`config.mk`:
```
export PLATFORM = sky130hd
export DESIGN_NAME = cam_capture_top
export DESIGN_NICKNAME = d
export VERILOG_FILES = /design/src/rtl/cam_pkg.sv /design/src/rtl/pix_stream_if.sv /design/src/rtl/cam_pixel_assembler.sv /design/src/rtl/cam_pixel_fifo.sv /design/src/rtl/cam_frame_monitor.sv /design/src/rtl/cam_capture_top.sv
export SDC_FILE = /design/constraint.sdc
export NUM_CORES = 1
export LEC_CHECK = 0
export CAP_MARGIN = 20
export CORE_UTILIZATION = 30
export CTS_CLUSTER_DIAMETER = 120
export DETAILED_ROUTE_END_ITERATION = 6
export DONT_BUFFER_PORTS = 1
export PLACE_DENSITY = 0.52
export SLEW_MARGIN = 20
export SYNTH_ARGS = -nofsm -noshare
export SYNTH_HDL_FRONTEND = slang
export SYNTH_SLANG_ARGS = --single-unit
```
`constraint.sdc`:
```
create_clock -name cmos_pclk -period 3.6 [get_ports cmos_pclk]
set_clock_uncertainty 0.05 [all_clocks]
set_input_delay 0.72 -clock cmos_pclk [delete_from_list [all_inputs] [get_ports cmos_pclk]]
set_output_delay 0.72 -clock cmos_pclk [all_outputs]
set_load 0.03 [all_outputs]
```
`src/rtl/cam_pkg.sv`:
```
package cam_pkg;

  //======================================================================
  // camera byte and pixel types
  //======================================================================

  typedef logic [7:0] cam_byte_t;  // one OV5640 data byte

  // pixel after field reorder, r on top
  typedef struct packed {
    logic [4:0] r;  // red, from raw bits 4:0
    logic [5:0] g;  // green, raw bits 10:5 kept
    logic [4:0] b;  // blue, from raw bits 15:11
  } rgb565_t;

  // one FIFO entry, pixel plus frame markers
  typedef struct packed {
    rgb565_t pixel;  // reordered pixel
    logic    sof;    // first pixel of frame
    logic    eol;    // last pixel of line
  } pix_word_t;

  //======================================================================
  // FIFO sizing
  //======================================================================

  localparam int FIFO_DEPTH = 16;  // entries
  localparam int FIFO_AW    = 4;   // pointer width, log2 of depth
  localparam int FIFO_AFULL = 14;  // writes refused at or above this fill

  //======================================================================
  // frame statistics
  //======================================================================

  // 640x480 = 307200 fits with room to spare
  localparam int FRAME_CNT_W = 20;

endpackage

```
`src/rtl/pix_stream_if.sv`:
```
interface pix_stream_if;
  import cam_pkg::*;

  logic    pix_valid;  // one-cycle strobe, one pixel per strobe
  rgb565_t pix;        // reordered pixel
  logic    pix_sof;    // first pixel after vsync fell
  logic    pix_eol;    // href dropped right after this pixel

  // assembler side
  modport source (
    output pix_valid, pix, pix_sof, pix_eol
  );

  // fifo side, no ready so no back-pressure
  modport sink (
    input pix_valid, pix, pix_sof, pix_eol
  );

  // statistics only need the strobe
  modport monitor (
    input pix_valid
  );

endinterface

```
`src/rtl/cam_pixel_assembler.sv`:
```
module cam_pixel_assembler (
  input  logic               cmos_pclk,  // camera pixel clock
  input  logic               I_rst_n,    // async reset, active low
  input  logic               vsync_i,    // high = frame blanking
  input  logic               href_i,     // byte valid
  input  cam_pkg::cam_byte_t db_i,       // camera data byte
  pix_stream_if.source       pix_o       // assembled pixel stream
);
  import cam_pkg::*;

  cam_byte_t hi_byte;    // first byte of the pair, raw high byte
  logic      phase;      // 1 = next byte closes the pair
  logic      sof_pend;   // next pixel opens a frame
  logic      pair_done;  // second byte sampled this edge
  rgb565_t   pix_next;   // reordered pixel from the pair

  assign pair_done = href_i & phase;

  //======================================================================
  // field reorder, raw {hi_byte, db_i}
  //======================================================================
  always_comb begin
    pix_next.r = db_i[4:0];                  // low five go to the top
    pix_next.g = {hi_byte[2:0], db_i[7:5]};  // middle six stay put
    pix_next.b = hi_byte[7:3];               // top five go to the bottom
  end

  //======================================================================
  // pairing and frame start tracking
  //======================================================================
  always_ff @(posedge cmos_pclk or negedge I_rst_n) begin
    if (!I_rst_n) begin
      phase           <= 1'b0;
      sof_pend        <= 1'b0;
      pix_o.pix_valid <= 1'b0;
      pix_o.pix_sof   <= 1'b0;
    end else begin
      pix_o.pix_valid <= pair_done;             // 1 cycle after 2nd byte
      pix_o.pix_sof   <= pair_done & sof_pend;
      if (!href_i) begin
        phase <= 1'b0;                          // open pair dropped, restart
      end else begin
        phase <= ~phase;
      end
      if (vsync_i) begin
        sof_pend <= 1'b1;                       // armed through blanking
      end else if (pair_done) begin
        sof_pend <= 1'b0;                       // first pixel consumed it
      end
    end
  end

  // payload, no reset
  always_ff @(posedge cmos_pclk) begin
    if (href_i && !phase) begin
      hi_byte <= db_i;
    end
    if (pair_done) begin
      pix_o.pix <= pix_next;
    end
  end

  // href already low at the edge after the 2nd byte -> line ended
  assign pix_o.pix_eol = pix_o.pix_valid & ~href_i;

endmodule

```
`src/rtl/cam_pixel_fifo.sv`:
```
module cam_pixel_fifo (
  input  logic               cmos_pclk,   // camera pixel clock
  input  logic               I_rst_n,     // async reset, active low
  pix_stream_if.sink         pix_i,       // pixels from the assembler
  output logic               drop_o,      // pixel refused this cycle
  input  logic               rd_en_i,     // read strobe
  output logic               rd_valid_o,  // read data valid, 1 cycle after strobe
  output cam_pkg::pix_word_t rd_word_o,   // oldest entry
  output logic               empty_o      // no entries stored
);
  import cam_pkg::*;

  pix_word_t          mem [FIFO_DEPTH];  // storage array
  logic [FIFO_AW-1:0] wr_ptr;            // next slot to write
  logic [FIFO_AW-1:0] rd_ptr;            // oldest slot
  logic [FIFO_AW:0]   fill_cnt;          // occupancy, 0..FIFO_DEPTH
  logic               wr_ok;             // accepted write
  logic               rd_ok;             // accepted read
  pix_word_t          wr_word;           // packed incoming entry

  //======================================================================
  // write gating and read acceptance
  //======================================================================

  assign wr_word = '{pixel: pix_i.pix, sof: pix_i.pix_sof, eol: pix_i.pix_eol};

  // camera cannot stall, so stop writing at the almost-full level
  assign wr_ok  = pix_i.pix_valid & (fill_cnt < (FIFO_AW + 1)'(FIFO_AFULL));
  assign drop_o = pix_i.pix_valid & ~wr_ok;  // same cycle as refused pixel

  assign empty_o = (fill_cnt == '0);
  assign rd_ok   = rd_en_i & ~empty_o;  // strobe on empty is ignored

  //======================================================================
  // pointers and occupancy
  //======================================================================
  always_ff @(posedge cmos_pclk or negedge I_rst_n) begin
    if (!I_rst_n) begin
      wr_ptr     <= '0;
      rd_ptr     <= '0;
      fill_cnt   <= '0;
      rd_valid_o <= 1'b0;
    end else begin
      rd_valid_o <= rd_ok;
      if (wr_ok) begin
        wr_ptr <= wr_ptr + 1'b1;  // wraps at FIFO_DEPTH
      end
      if (rd_ok) begin
        rd_ptr <= rd_ptr + 1'b1;
      end
      case ({wr_ok, rd_ok})
        2'b10:   fill_cnt <= fill_cnt + 1'b1;
        2'b01:   fill_cnt <= fill_cnt - 1'b1;
        default: fill_cnt <= fill_cnt;  // none, or both at once
      endcase
    end
  end

  //======================================================================
  // storage and registered read data
  //======================================================================
  always_ff @(posedge cmos_pclk) begin
    if (wr_ok) begin
      mem[wr_ptr] <= wr_word;
    end
    if (rd_ok) begin
      rd_word_o <= mem[rd_ptr];  // never the slot being written, fifo not empty
    end
  end

endmodule

```
`src/rtl/cam_frame_monitor.sv`:
```
module cam_frame_monitor (
  input  logic                            cmos_pclk,       // camera pixel clock
  input  logic                            I_rst_n,         // async reset, active low
  input  logic                            vsync_i,         // high = frame blanking
  pix_stream_if.monitor                   pix_i,           // pixel strobe
  input  logic                            drop_i,          // fifo refused the pixel
  output logic                            frame_done_o,    // one-cycle report strobe
  output logic [cam_pkg::FRAME_CNT_W-1:0] frame_pixels_o,  // accepted last frame
  output logic [cam_pkg::FRAME_CNT_W-1:0] frame_drops_o    // dropped last frame
);
  import cam_pkg::*;

  logic                   vsync_q;    // registered vsync sample
  logic                   vsync_qq;   // previous sample
  logic                   vs_rise;    // blanking just started
  logic                   acc_inc;    // pixel stored this cycle
  logic [FRAME_CNT_W-1:0] pix_cnt;    // running accepted count
  logic [FRAME_CNT_W-1:0] drop_cnt;   // running dropped count

  assign vs_rise = vsync_q & ~vsync_qq;
  assign acc_inc = pix_i.pix_valid & ~drop_i;

  //======================================================================
  // counters, latched and restarted on vsync rise
  //======================================================================
  always_ff @(posedge cmos_pclk or negedge I_rst_n) begin
    if (!I_rst_n) begin
      vsync_q        <= 1'b1;  // assume blanking, no report out of reset
      vsync_qq       <= 1'b1;
      pix_cnt        <= '0;
      drop_cnt       <= '0;
      frame_done_o   <= 1'b0;
      frame_pixels_o <= '0;
      frame_drops_o  <= '0;
    end else begin
      vsync_q      <= vsync_i;
      vsync_qq     <= vsync_q;
      frame_done_o <= vs_rise;
      if (vs_rise) begin
        frame_pixels_o <= pix_cnt + FRAME_CNT_W'(acc_inc);  // include this cycle
        frame_drops_o  <= drop_cnt + FRAME_CNT_W'(drop_i);
        pix_cnt        <= '0;
        drop_cnt       <= '0;
      end else begin
        pix_cnt  <= pix_cnt + FRAME_CNT_W'(acc_inc);
        drop_cnt <= drop_cnt + FRAME_CNT_W'(drop_i);
      end
    end
  end

endmodule

```
`src/rtl/cam_capture_top.sv`:
```
module cam_capture_top (
  input  logic                            cmos_pclk,       // camera pixel clock
  input  logic                            I_rst_n,         // async reset, active low
  input  logic                            cmos_vsync_i,    // high = frame blanking
  input  logic                            cmos_href_i,     // byte valid
  input  cam_pkg::cam_byte_t              cmos_db_i,       // camera data byte
  input  logic                            rd_en_i,         // fifo read strobe
  output logic                            rd_valid_o,      // read data valid
  output logic [15:0]                     rd_data_o,       // reordered RGB565
  output logic                            rd_sof_o,        // first pixel of frame
  output logic                            rd_eol_o,        // last pixel of line
  output logic                            empty_o,         // fifo empty
  output logic                            frame_done_o,    // per-frame report strobe
  output logic [cam_pkg::FRAME_CNT_W-1:0] frame_pixels_o,  // accepted pixels
  output logic [cam_pkg::FRAME_CNT_W-1:0] frame_drops_o    // dropped pixels
);
  import cam_pkg::*;

  pix_stream_if pix_if ();  // assembler -> fifo, monitor

  pix_word_t rd_word;  // fifo output entry
  logic      drop;     // fifo refused a pixel

  //======================================================================
  // camera bytes to pixels
  //======================================================================
  cam_pixel_assembler cam_pixel_assembler_i (
    .cmos_pclk (cmos_pclk),
    .I_rst_n   (I_rst_n),
    .vsync_i   (cmos_vsync_i),
    .href_i    (cmos_href_i),
    .db_i      (cmos_db_i),
    .pix_o     (pix_if.source)
  );

  cam_pixel_fifo cam_pixel_fifo_i (
    .cmos_pclk  (cmos_pclk),
    .I_rst_n    (I_rst_n),
    .pix_i      (pix_if.sink),
    .drop_o     (drop),
    .rd_en_i    (rd_en_i),
    .rd_valid_o (rd_valid_o),
    .rd_word_o  (rd_word),
    .empty_o    (empty_o)
  );

  cam_frame_monitor cam_frame_monitor_i (
    .cmos_pclk      (cmos_pclk),
    .I_rst_n        (I_rst_n),
    .vsync_i        (cmos_vsync_i),
    .pix_i          (pix_if.monitor),
    .drop_i         (drop),
    .frame_done_o   (frame_done_o),
    .frame_pixels_o (frame_pixels_o),
    .frame_drops_o  (frame_drops_o)
  );

  // split the fifo entry
  assign rd_data_o = rd_word.pixel;  // {r,g,b}
  assign rd_sof_o  = rd_word.sof;
  assign rd_eol_o  = rd_word.eol;

endmodule

```
# Yosys cells after proc, flatten, opt, wreduce, memory -nomap -nowiden
# Memories as Yosys holds them, arrays and structs flattened. A register that Yosys moved wholly into a read port is not among the register bits.
# Cells that the tools add are included.
[op_classes]
addsub = 6
n_lt_le_gt_ge = 1
n_eq_ne = 2
muxes = 8
bitwise_logic = 14
reduce_logical = 5
[ops]
columns = ["cell", "n"]
rows = [
  ["$add 20x1->20", 2],
  ["$mux 20", 2],
  ["$pmux 5 s2", 1],
  ["$add 4x1->4 const B", 2],
  ["$and 1x1->1", 8],
  ["$not 1->1", 6],
  ["$add 5x1->5 const B", 1],
  ["$logic_not 5->1", 1],
  ["$lt 5x4->1 const B", 1],
  ["$mux 1", 5],
  ["$sub 5x1->5 const B", 1],
  ["$reduce_bool 2->1", 2],
  ["$eq 2x1->1 const B", 1],
  ["$eq 2x2->1 const B", 1],
  ["$logic_and 1x1->1", 1],
  ["$logic_not 1->1", 1],
]
[totals]
ff_bits = 125
ramBits = 288
inputBits = 13
out_inout_bits = 61
elab_cells = 56
mem_count = 1
[mem_list]
columns = ["name", "depth", "width", "rd", "rd_ports_with_merged_regs", "wr", "line", "source"]
rows = [
  ["cam_pixel_fifo_i.mem", 16, 18, 1, 1, 1, "cam_pixel_fifo.sv:13", "pix_word_t mem [FIFO_DEPTH];"],
]

# Logic depth before layout (Yosys ltp)
[logic_depth]
ltp_word = 8
ltp_mapped = 9
depth_no_buf = 9

# Hierarchy
# From an unflattened synthesis, not the netlist that was laid out.
[unflattened]
cells_unflattened = 999
area_unflattened_um2 = 16663.5
[by_module_without_submodules]
columns = ["mod", "instances", "cells_per_inst", "area_per_inst_um2", "seq_area_each_um2"]
rows = [
  ["cam_pixel_fifo", 1, 629, 12354.3, 9539.1],
  ["cam_frame_monitor", 1, 336, 3453.3, 2079.5],
  ["cam_pixel_assembler", 1, 34, 855.8, 820.8],
]

# Worst setup path after synthesis
# No wires, ideal clock.
[synth_timing]
path_kind = "register to register"
start = "reg cam_pixel_fifo_i.fill_cnt[3]"
end = "reg cam_pixel_fifo_i.fill_cnt[4]"
setup_time_ns = 0.154
arrival_ns = 2.847
t_required_ns = 3.396
path_slack_ns = 0.548
path_stages_with_launch = 9
n_path_buf = 0
synth_period_minus_slack_ns = 3.052
cell_sequence = "dfrtp_1 > or4_1 > o21a_1 > ha_1 > ha_1 > nor2b_1 > o21a_1 > o311ai_0 > o311ai_0"
[synth_between]
elab_chain_len = 5
elab_cells_between_ends = 11
cone_classes = "2 x add/sub; 1 x order compare; 2 x eq/ne; 1 x mux; 3 x bitwise; 2 x reduce/logical"
[synth_rtl]
columns = ["item", "line", "source"]
rows = [
  ["start: declaration", "cam_pixel_fifo.sv:16", "logic [FIFO_AW:0] fill_cnt;"],
  ["start signal: assignment", "cam_pixel_fifo.sv:52", "2'b10: fill_cnt <= fill_cnt + 1'b1;"],
  ["start signal: assignment", "cam_pixel_fifo.sv:53", "2'b01: fill_cnt <= fill_cnt - 1'b1;"],
  ["start signal: assignment", "cam_pixel_fifo.sv:54", "default: fill_cnt <= fill_cnt;"],
  ["$logic_not 5->1 (*)", "cam_pixel_fifo.sv:31", "assign empty_o = (fill_cnt == '0);"],
  ["$not 1->1 (*)", "cam_pixel_fifo.sv:32", "assign rd_ok = rd_en_i & ~empty_o;"],
  ["$and 1x1->1 (*)", "cam_pixel_fifo.sv:32", ""],
  ["net cam_pixel_fifo_i.rd_ok", "cam_pixel_fifo.sv:18", "logic rd_ok;"],
  ["$eq 2x1->1 / $eq 2x2->1 (equally long branches)", "cam_pixel_fifo.sv:51", "case ({wr_ok, rd_ok})"],
  ["$pmux 5 s2 / $reduce_bool 2->1 (equally long branches)", "n/a", ""],
]
# The timed path passes the listed nets; every way through them passes the cells marked *.
# A chain may end at the register's enable or synchronous reset.

# Final worst setup path
# Ends and elaborated chain as after synthesis.

==> impl_results.md <==
- Mapped Area: 16420 sq um
- YS warnings: 0
- First-pass DRT Iterations: 4
- # fillers: ~5000
- Clock network power share: 34.5%
- Crit-path cells: or4_1 -> o21a_2 -> ha_1 -> ha_1 -> nor2b_1 -> o21a_1 -> o311ai_0 -> o311ai_0
- Combinational Power Share: 18.4%
- Initial Utilization: a little over 30%
- Worst-Skew Late Latency: 0.57 ns
- Synth top area share: 60.36%
- Gate Count Post-Synth: 919
- Critical path class: register to register
- Slowest CP cell: or4_1
- CP Data Arrival Time: 3.25 ns
- Switch Pwr: 3.802 mW
- Internal: 9.589 mW
- Avg Inst Size Synth: 17.86 sq um
- Max Cap Viol: 0
- Initial antenna violation count: 3
- DR vias/cell: between 4 and 5
- Register bit total from synthesis: around 430
- Post-CTS setup buffers: 0
- GRT overflow: 0
- Max-slew headroom: 34.84%
- Fin area: 18960 sq um
- Pwr Density: 706.1 nW/um^2
- Dpl cell area: 17460 sq um
- Maximum clock rate: 346.5 MHz
- Vias in the first global route: ~8500
- WL per Instance: ~21 um
- Slew @ Worst Pin: 0.9764 ns
- Pins over their slew limit: 0
- CTS tree: built
- Die width: 235.9 um
- Synth Net Count: 946
- DP HPWL: 20630 um
- Synth async-reset ratio: a little under a quarter
- Fraction of layout cells with a size suffix above 1: around a fifth
- Part of the cycle the worst path needs: 80.17%
- Worst setup SP type: register
- CTS sink count: 431
- Post-Route WL: 35230 um
- Register Area: 12440 sq um
- Worst vdd ir: between 300 and 400 uV
- Placer Congestion: approximately 0.7
- Status: complete, no violations
- Multi-input logic area: 3834 sq um
- Predominant post-synthesis flop cell: edfxtp_1
- Cell taking the most area after synthesis: edfxtp_1
- NumNets Final: 988
- RSZ-0062 raised after global routing: no
- Area delta synth->final: 15.52%
- Clock root cell: clkbuf_16
- Period minus WS final: 2.886 ns
- Core box area: 53920 sq um
- Post-Route Setup TNS: 0 ns
- Max stage delay on crit path: 0.56 ns
- Worst hold path type: primary input to async pin
- Initial DRC count: about 700
- Num CTS Buffers: 47
- Final hold vios: 0
- Crit end category: register
- Post-synth EDFFs: between 300 and 400
- Top-count cell post-synth: edfxtp_1
- Top cells by count, synth: edfxtp_1 (330), dfrtp_1 (99), nand2_1 (84)
- Crit path max fanout: 8
- FP Rows: 85
- Inserted Diodes: 0
- Post-route ant nets: 0
- # port buffers: 0
- Number of remaining DRC errors: 0
- Total number of vias: 8091
- Setup violators final: 0
- Dpl ws: approximately 0.73 ns
- First-pass GRT wire length: 53850 um
- Die height: 235.9 um
- Clock transition at path regs: 0.06 ns
- CTS H-tree lvls: 2
- Post-synthesis sequential area ratio: between 70 and 80%
- Slack of the critical path: 0.7137 ns
- Data required, critical path: 3.97 ns
- Final core occ: 35.17%
- Total GRT Usage: 12.95%
- P_leak: 6.532 nW
- Largest net degree at the start of global routing: 102
- Clock buffer depth: 3
- Synth top area cells: edfxtp_1 (60%), dfrtp_1 (15%), mux4_2 (9.9%)
- Sw Ratio: between 20 and 30%
- Post-synth cell types: 42
- IO Pins: 74
- Share of power burned in registers: 47.1%
- Die Footprint: around 56000 sq um
==> cells in the final DEF (no fill, tap or decap), drive strengths merged, types with 2 or more instances in the layout <==
cell type,instances
edfxtp,330
dfrtp,99
nand2,84
mux4,72
clkbuf,67
nor2,55
o21ai,38
a22oi,36
buf,34
xnor2,22
xor2,17
nand4,15
clkinv,14
ha,13
inv,12
nor3,10
nand3,9
a31oi,7
a21oi,7
and2,7
or3,6
nor2b,6
or4,5
nor4,4
and4,4
nand2b,3
o31ai,2
and3,2
a21o,2
o311ai,2
dfstp,2
bufinv,2
o21a,2
==> flip-flops by register name, summed over array words and instances (netlist names) <==
register and flops:
cam_frame_monitor_i.drop_cnt 20, cam_frame_monitor_i.frame_done_o 1, cam_frame_monitor_i.frame_drops_o 20, cam_frame_monitor_i.frame_pixels_o 20
cam_frame_monitor_i.pix_cnt 20, cam_frame_monitor_i.vsync_q 1, cam_frame_monitor_i.vsync_qq 1, cam_pixel_assembler_i.hi_byte 8
cam_pixel_assembler_i.phase 1, cam_pixel_assembler_i.pix_o.pix 16, cam_pixel_assembler_i.pix_o.pix_sof 1, cam_pixel_assembler_i.pix_o.pix_valid 1
cam_pixel_assembler_i.sof_pend 1, cam_pixel_fifo_i.fill_cnt 5, cam_pixel_fifo_i.mem 288, cam_pixel_fifo_i.rd_ptr 4
cam_pixel_fifo_i.rd_valid_o 1, cam_pixel_fifo_i.rd_word_o 18, cam_pixel_fifo_i.wr_ptr 4
==> final cells by class <==
class                           instances  share of cell area, %
Clock buffer                           67                  6.980
Clock inverter                         17                 0.7917
Inverter                               11                 0.2177
Multi-Input combinational cell        436                  20.22
Sequential cell                       431                  65.62
Tap cell                              696                  4.592
Timing Repair Buffer                   34                  1.583
==> worst paths after layout <==
| kind | from | endpoint | slack, ns | cells after the start |
|---|---|---|---|---|
| max | cam_pixel_fifo_i.fill_cnt[3] | cam_pixel_fifo_i.fill_cnt[4] | 0.71 | 8 |
| min in group cmos_pclk | cmos_vsync_i | cam_frame_monitor_i.vsync_q | 0.09 | 0 |
| max reg2reg | cam_pixel_fifo_i.fill_cnt[3] | cam_pixel_fifo_i.fill_cnt[4] | 0.71 | 8 |
| min reg2reg | cam_frame_monitor_i.vsync_q | cam_frame_monitor_i.vsync_qq | 0.33 | 0 |
| min | I_rst_n | cam_frame_monitor_i.drop_cnt[7] | 0.04 | 1 |
| max in group asynchronous | I_rst_n | cam_pixel_fifo_i.rd_ptr[0] | 3.05 | 1 |
==> metrics by stage <==
step / cells / hold slack (ns) / power, mW
floorplan: 919 / 0.3042 / 8.080
global placement: 1607 / 0.3186 / 8.890
detailed placement: 1607 / 0.3168 / 8.912
CTS: 1692 / 0.02801 / 13.62
global route: 1692 / 0.05998 / 14.01
finish: 1692 / 0.03786 / 13.39
==> power groups by stage <==
stage	clock network [mW]	logic, mW	registers (mW)
after floorplan	0	1.85	6.23
after global placement	0	2.48	6.41
after detailed placement	0	2.50	6.42
after CTS	4.78	2.53	6.32
after global routing	4.95	2.70	6.35
final	4.63	2.46	6.30
==> worst max-delay path, delay by kind of cell (launching register included) <==
family,cells,cell delay [ns]
compound gates,4,0.92
flops,1,0.40
simple gates,2,0.72
fa+ha+maj,2,0.65
==> cells by family (layout without fill, tap and decap cells) <==
group                      Yosys count  in the layout  synth area share [%]
DFF                                431            431                 75.77
and+or+nand+nor                    211            211                 6.028
AOI/OAI and AO/OA                   98             98                 3.765
muxes                               74             74                 10.01
buffers and inverters               52            129                 1.235
xor gates and xnor gates            39             39                 2.081
adders and majority gates           14             14                 1.113
==> what timing repair did <==
item                                   CTS  global route
hold buffers                             1             0
gates resized for setup                  0             0
endpoints found under the hold margin  101             0
==> metal layers <==
metal  wire (um)  share of wire (%)  track usage [%]  up-vias
li1            -                  -                -     3653
met1       16550                 47            18.19     4206
met2       15820                 45            19.55      172
met3        2064                5.9            3.499       56
met4         770                2.2            3.922        4
met5          27              0.077                0        -
Note: power is estimated with default switching activity, not from simulation.
